==> src/cpu_pkg.sv <==
`default_nettype none

package cpu_pkg;

   typedef logic [31:0] word_t;
   typedef logic [4:0]  reg_idx_t;
   typedef logic [31:0] instr_t;

   // Instruction field positions
   localparam int TYPE_MSB   = 31;
   localparam int TYPE_LSB   = 27;
   localparam int RD_MSB     = 26;
   localparam int RD_LSB     = 22;
   localparam int RS0_MSB    = 21;
   localparam int RS0_LSB    = 17;
   localparam int RS1_MSB    = 16;
   localparam int RS1_LSB    = 12;
   localparam int IMM_MSB    = 16;   // Zero-extended
   localparam int IMM_LSB    = 0;
   localparam int ALU_OP_MSB = 3;
   localparam int ALU_OP_LSB = 0;

   typedef enum logic [4:0] {
      INSTR_NOP            = 5'd0,
      INSTR_ALU_OP         = 5'd1,
      INSTR_LOAD_IMMEDIATE = 5'd2,
      INSTR_LOAD           = 5'd3,
      INSTR_STORE          = 5'd4,
      INSTR_JUMP           = 5'd5,
      INSTR_HALT           = 5'd6
   } instr_type_e;

   typedef enum logic [2:0] {
      STAGE_IDLE            = 3'd0,
      STAGE_FETCH           = 3'd1,
      STAGE_DECODE          = 3'd2,
      STAGE_EXECUTE         = 3'd3,
      STAGE_MEMORY_READ     = 3'd4,
      STAGE_REGISTER_UPDATE = 3'd5,
      STAGE_HALTED          = 3'd6
   } stage_e;

   typedef enum logic [3:0] {
      ALU_ADD = 4'd0,
      ALU_SUB = 4'd1,
      ALU_AND = 4'd2,
      ALU_OR  = 4'd3,
      ALU_XOR = 4'd4,
      ALU_SHL = 4'd5,
      ALU_SHR = 4'd6,
      ALU_SLT = 4'd7   // Signed compare
   } alu_op_e;

endpackage

`default_nettype wire

==> src/alu.sv <==
`timescale 1ns/1ps
`default_nettype none

module alu
   import cpu_pkg::*;
(
   input  wire alu_op_e op_i,
   input  wire word_t   operand_0_i,
   input  wire word_t   operand_1_i,
   output word_t        result_o
);

   logic [4:0] shamt;

   assign shamt = operand_1_i[4:0];

   always_comb begin
      case (op_i)
         ALU_ADD: result_o = operand_0_i + operand_1_i;   // Wraps
         ALU_SUB: result_o = operand_0_i - operand_1_i;
         ALU_AND: result_o = operand_0_i & operand_1_i;
         ALU_OR:  result_o = operand_0_i | operand_1_i;
         ALU_XOR: result_o = operand_0_i ^ operand_1_i;
         ALU_SHL: result_o = operand_0_i << shamt;
         ALU_SHR: result_o = operand_0_i >> shamt;   // Logical shift
         ALU_SLT: begin
            result_o = ($signed(operand_0_i) < $signed(operand_1_i)) ? 32'd1 : 32'd0;
         end
         default: result_o = operand_0_i + operand_1_i;
      endcase
   end

endmodule

`default_nettype wire

==> config.mk <==
export PLATFORM = sky130hd
export DESIGN_NAME = alu
export DESIGN_NICKNAME = d
export VERILOG_FILES = /design/src/cpu_pkg.sv /design/src/alu.sv
export SDC_FILE = /design/constraint.sdc
export NUM_CORES = 1
export LEC_CHECK = 0
export BUFFER_PORTS_ARGS = -buffer_cell sky130_fd_sc_hd__buf_4
export CAP_MARGIN = 20
export CORE_UTILIZATION = 37
export DETAILED_ROUTE_END_ITERATION = 8
export SYNTH_ARGS = -nofsm -noshare
export SYNTH_HDL_FRONTEND = slang
export SYNTH_SLANG_ARGS = --single-unit
==> constraint.sdc <==
create_clock -name vclk -period 5.4
set_clock_uncertainty 0.1 [all_clocks]
set_input_delay 0.27 -clock vclk [all_inputs]
set_output_delay 0.27 -clock vclk [all_outputs]
set_load 0.1 [all_outputs]
### Yosys cells after proc, flatten, opt, wreduce, memory -nomap -nowiden

Index checks and enable logic that the tools add are counted.
Widths: inputs -> output; s select.

| cells by class | value |
|---|---|
| add/subtract/negate cells | 2 |
| bitwise logic cells | 3 |
| equal/unequal tests | 7 |
| shift operators | 2 |
| multiplexer cells | 2 |
| magnitude comparators | 1 |

Operators with widths:

| cell | count |
|---|---|
| $pmux 32 s7 | 1 |
| $add 32x32->32 | 1 |
| $and 32x32->32 | 1 |
| $lt 32x32->1 | 1 |
| $or 32x32->32 | 1 |
| $shl 32x5->32 | 1 |
| $shr 32x5->32 | 1 |
| $sub 32x32->32 | 1 |
| $xor 32x32->32 | 1 |
| $eq 4x3->1 const B | 4 |
| $eq 4x2->1 const B | 2 |
| $eq 4x1->1 const B | 1 |
| $mux 1 | 1 |

| storage, ports and cells | value |
|---|---|
| input port bits | 68 |
| logic and storage cells | 17 |
| output and inout bits | 32 |
| register bits after elaboration | 0 |

### Depth between registers and ports, before layout

Gate-level depths: netlist of run 1.

| depth | value |
|---|---|
| depth in word-level cells | 3 |
| mapped depth | 17 |
| mapped depth without buffers | 12 |

### Least setup slack after synthesis of run 1

No wires, ideal clock.

| timing | value |
|---|---|
| kind | input-to-output |
| from | in operand_1_i[2] |
| to | out result_o[18] |
| data arrival time | 5.388 ns |
| slack | -0.358 ns |
| cell stages on the path | 17 |
| path buffers | 6 |
| data required time | 5.030 ns |
| cells stage by stage | buf_2 buf_2 inv_1 buf_2 buf_2 buf_1 ha_1 buf_2 o21bai_1 a21oi_2 o311ai_1 a41oi_2 o21bai_1 a21oi_1 o21ai_0 xnor2_1 o21ai_0 |

| on the way | value |
|---|---|
| longest elaborated chain between the ends | 2 |
| elaborated cells on any way between the ends | 5 |
| those cells by class | 2 x add/sub; 2 x shift; 1 x mux |

RTL lines:

| what | RTL line | text |
|---|---|---|
| start, declared | alu.sv:9 | `input wire word_t operand_1_i,` |
| $add 32x32->32, or another cell as far along | alu.sv:19, alu.sv:29 |  |
| $pmux 32 s7 * | alu.sv:18 | `case (op_i)` |
| end, declared | alu.sv:10 | `output word_t result_o` |

Mark *: on every way between the ends. The rest lies on a longest branch, timed or not.

### Worst setup path in the final report of run 1

| timing | value |
|---|---|
| from | in operand_1_i[0] |
| to | out result_o[30] |

Same word-level chain as after synthesis.

==> flow_summary.json, run 1 <==
{
  "ff_latch_area_sq_um": 0,
  "place_congestion": 1.02,
  "ys_top_cells_by_area": "ha_1 14%, mux4_2 10%, a21oi_1 6.9%",
  "setup_viol": 0,
  "drc": 0,
  "crit_buf_inv": 3,
  "dieArea_sq_mm": 0.0234,
  "yosysMostFrequentCell": "a21oi_1",
  "grt_max_degree": 71,
  "start_util_pct": 38.2,
  "post_cts_resized": 0,
  "port_buffers": 100,
  "synth_nets": 1374,
  "synth.distinct_cells": 94,
  "critical_path.cell_chain": "buf_4 -> ha_1 -> inv_1 -> fa_1 -> nor2b_1 -> o2111ai_1 -> a21oi_1 -> o31ai_4 -> a311oi_2 -> a31oi_1 -> o41ai_1 -> nand3_1 -> o211ai_1 -> buf_4",
  "crit_top_cell": "buf_4",
  "final_nets": 1398,
  "grt_pass1_wl_um": 58500,
  "antenna_found_initial": 0,
  "placed_cells": 1509,
  "routed_wl_um": 38400,
  "syn_inst": 1207,
  "slew_headroom_pct": 25.6,
  "nFillCells": 2369,
  "wire_per_inst_um": 25.5,
  "worstMarginPinSlew_ps": 1100,
  "fin_cells": 1509,
  "min_path_cells": 4,
  "seq_cells": 0,
  "syn_area_sq_mm": 0.00845,
  "dpl.hpwl_um": 29600,
  "cp_top_family": "compound AO/OA/AOI/OAI gates",
  "arrival_ps": 3930,
  "grt_pass1_vias": 9336,
  "drtAntennaViolNets": 0,
  "cp_slowest_cell": "o41ai_1",
  "crit_path_end_kind": "output pin",
  "required_ps": 5030,
  "synthTopCellsByCount": "116 x a21oi_1, 113 x nor2_1, 100 x nand2_1, 97 x ha_1, 97 x inv_1",
  "worstSetupPathType": "input pin to output pin",
  "grtUsageTotal_pct": 32.0,
  "die_width_um": 153,
  "leakagePower_nw": 4.03,
  "yosysWarnings": 0,
  "diodes": 0,
  "fmax_mhz": 233,
  "die_y_um": 153,
  "via_per_inst": 6.77,
  "hold_class": "input pin to output pin",
  "seq_area_frac_synth_pct": 0,
  "post-cts-setup-buffer-count": 0,
  "cpPeakStageDelay_ps": 430,
  "drive_above_1_share_pct": 17.8,
  "crit_path_start_kind": "input pin",
  "fin_tns_setup_ps": 0,
  "rsz0062_at_grt": "false",
  "critPathMaxFanout": 30,
  "critical_path_depth": 14,
  "period_needed_ps": 4300,
  "dr.pass1.iters": 6,
  "rows": 54,
  "ios": 100,
  "dr_total_vias": 10200,
  "synth.top_cell.area_share_pct": 14.4,
  "yosys.area.top_type": "ha_1",
  "syn_avg_cell_area_sq_um": 7.00,
  "core_area_sq_mm": 0.0221,
  "syn2layout_area_growth_pct": 10.3,
  "power_density_mw_per_mm2": 148,
  "drtIter0Drc": 1117,
  "power.total_mw": 1.38,
  "cts-hold-fix-buffers": 0,
  "period_share_pct": 79.6,
  "drv_slew": 0,
  "nClkBuffers": 0,
  "hold_viol": 0,
  "grt-ovfl-total": 0,
  "outcome": "finished, final reports clean",
  "peakVddDrop_v": 0.000130,
  "cap_violations": 0
}
-- worst paths after layout --
kind | startpoint | end | slack, ps
hold / removal | op_i[1] | result_o[0] | 1070
setup / recovery | operand_1_i[0] | result_o[30] | 1100
-- where the power goes --
part / switching, mW / leakage, nW / internal (mW) / total, mW
Sequential: 0 / 0 / 0 / 0
Clock: 0 / 0 / 0 / 0
Combinational: 0.963 / 4.03 / 0.412 / 1.38
Total: 0.963 / 4.03 / 0.412 / 1.38
-- stage by stage --
step	cell area (sq um)	utilization, %	setup WS (ps)	hold slack, ps
2_1_floorplan	8460	-	109	1110
3_3_place_gp	9320	42.2	1240	1060
3_5_place_dp	9320	42.2	1200	1060
4_1_cts	9320	42.2	1190	1060
5_1_grt	9320	42.2	808	1090
6_report	9320	42.2	1100	1070
-- cell usage in the layout, fill, tap and decap left out, types with 4 or more instances in the layout --
cell	count
mux2i_1	44
buf_4	120
mux2_2	17
a31oi_1	13
ha_1	97
or3_1	7
a21oi_1	116
o21ai_1	7
a221o_1	14
o2111ai_1	4
and2_1	7
xnor2_1	6
a221oi_1	24
o211ai_1	23
a22oi_1	15
o31ai_1	13
nand3_1	34
a2111oi_0	7
nor4_1	8
o22ai_1	15
and3_1	5
nand2b_1	16
o21ai_0	71
mux4_2	39
nor3_1	20
a211o_1	10
o21bai_1	7
nand2_1	100
nor2_1	112
inv_1	97
o221ai_1	8
nor2b_1	11
nand4_1	4
a211oi_1	32
a21o_1	16
o31a_1	4
-- cell type report --
cell class | count | area (sq um) | area share [%]
repair buffers | 122 | 941 | 10.1
multi-input cells | 1006 | 7650 | 82.1
well taps | 280 | 350 | 3.76
inverters | 101 | 379 | 4.07
-- per-layer routing --
layer	part of all wire, %	global-route usage, %	routed length, um
met5	0	0	0
met4	5.6	15.5	2170
met3	8.7	3.57	3320
met2	44	50.2	17000
met1	42	43.4	16000
-- cells by family after synthesis --
kind of cell               after synthesis  share of synthesized area [%]
buffers and inverters                  201                           9.89
muxes                                  100                           17.9
and+or+nand+nor                        350                           19.4
xor gates and xnor gates                 7                          0.726
adders and majority gates               99                           14.8
AOI/OAI and AO/OA                      450                           37.3
-- worst min-delay path: cells and delay by family --
family                 cells  cell delay, ps
AO/OA/AOI/OAI              1             120
buffers and inverters      2             410
AND/OR/NAND/NOR            1             100
(Power assumes the default switching activity.)
==> run 2, diff against run 1 <==
clock period = 3.75 ns   (was 5.4 ns; I/O delays follow)
==> flow_summary.json, run 2 (synthesized netlist as in run 1, its figures left out) <==
{
  "dr_total_vias": 10700,
  "dr.pass1.iters": 6,
  "post-place-ws_ps": 94.9,
  "drc": 0,
  "drive_above_1_share_pct": 26.2,
  "drtAntennaViolNets": 0,
  "diodes": 0,
  "nClkBuffers": 0,
  "slew_headroom_pct": 39.2,
  "crit_path_start_kind": "input pin",
  "rsz0062_at_grt": "false",
  "grtUsageTotal_pct": 33.7,
  "p_switching_mw": 1.46,
  "die_y_um": 153,
  "layout_common_cells": "214 x buf_4, 112 x a21oi_1, 112 x nor2_1, 100 x nand2_1",
  "mostFrequentLayoutCell": "buf_4",
  "hold_viol": 0,
  "power.total_mw": 2.18,
  "start_util_pct": 38.2,
  "rows": 54,
  "crit_path_end_kind": "output pin",
  "clock_power_share_pct": 0,
  "die_width_um": 153,
  "period_needed_ps": 3620,
  "fin_tns_setup_ps": 0,
  "outcome": "finished, final reports clean",
  "cap_violations": 0,
  "p_int_mw": 0.713,
  "wire_per_inst_um": 25.1,
  "arrival_ps": 3330,
  "place_congestion": 1.05,
  "sequentialPowerShare_pct": 0,
  "worstMarginPinSlew_ps": 902,
  "grt_pass1_vias": 10100,
  "syn2layout_area_growth_pct": 21.2,
  "multiInputGateArea_sq_mm": 0.00785,
  "final_nets": 1493,
  "nFillCells": 2333,
  "setup_ws_ps": 132,
  "via_per_inst": 6.69,
  "dieArea_sq_mm": 0.0234,
  "ff_latch_area_sq_um": 0,
  "pwr-share-comb_pct": 100.0,
  "core_area_sq_mm": 0.0221,
  "routed_wl_um": 40200,
  "grt_pass1_wl_um": 61700,
  "required_ps": 3460,
  "period_share_pct": 96.5,
  "critPathMaxFanout": 10,
  "power_density_mw_per_mm2": 213,
  "leakagePower_nw": 4.53,
  "antenna_found_initial": 0,
  "switching_share_pct": 67.2,
  "grt_max_degree": 71,
  "drtIter0Drc": 1356,
  "ios": 100,
  "seq_cells": 0,
  "fmax_mhz": 276,
  "dpl.hpwl_um": 31900,
  "setup_viol": 0,
  "drv_slew": 0,
  "whs_ps": 914,
  "port_buffers": 100,
  "hold_class": "input pin to output pin",
  "peakVddDrop_v": 0.000191,
  "worstSetupPathType": "input pin to output pin",
  "grt-ovfl-total": 0
}
-- run 2: cell types whose count changed in the layout (fill, tap and decap cells not counted), sizes merged --
cell,before,now
buf,122,217
-- run 2: path summary, 6_finish.rpt --
kind	cells past startpoint	start	end	slack, ps
min	4	op_i[1]	result_o[0]	910
max	14	operand_0_i[8]	result_o[28]	130
-- run 2: metrics by stage --
| stage | instances | cell area (sq um) | utilization [%] |
|---|---|---|---|
| 2_1_floorplan | 1207 | 8720 | - |
| 3_3_place_gp | 1604 | 10200 | 46.1 |
| 3_5_place_dp | 1604 | 10200 | 46.1 |
| 4_1_cts | 1604 | 10200 | 46.1 |
| 5_1_grt | 1604 | 10200 | 46.3 |
| 6_report | 1604 | 10200 | 46.3 |
-- run 2: power by group through the flow --
| stage | Clock [mW] | Sequential (mW) | Combinational [mW] |
|---|---|---|---|
| after detailed placement | 0 | 0 | 2.11 |
| final | 0 | 0 | 2.18 |
| after floorplan | 0 | 0 | 1.46 |
| after CTS | 0 | 0 | 2.12 |
| after global routing | 0 | 0 | 2.29 |
| after global placement | 0 | 0 | 2.10 |
-- run 2: layout make-up --
type	count	share of cell area [%]
well taps	280	3.42
multi-input cells	1006	76.7
inverters	101	3.76
repair buffers	217	16.1
-- run 2: timing repair --
item,CTS,global route
buffers inserted,0,0
endpoints found under the setup margin,0,8
hold buffers,0,0
resized for setup,0,14
-- run 2: critical path, stage by stage --
cell,delay (ps)
buf_4,110
inv_1,140
ha_1,270
buf_4,170
and2_1,160
a221o_1,330
and3_4,210
o31ai_4,300
a311oi_2,210
a31o_1,300
a2111oi_2,360
or4b_1,170
o31a_2,130
buf_4,280
-- run 2: layer usage --
layer	track usage (%)	share of wire (%)
met1	44.4	39
met2	53.6	44
met3	3.26	10
met4	19.1	6.6
met5	0	0
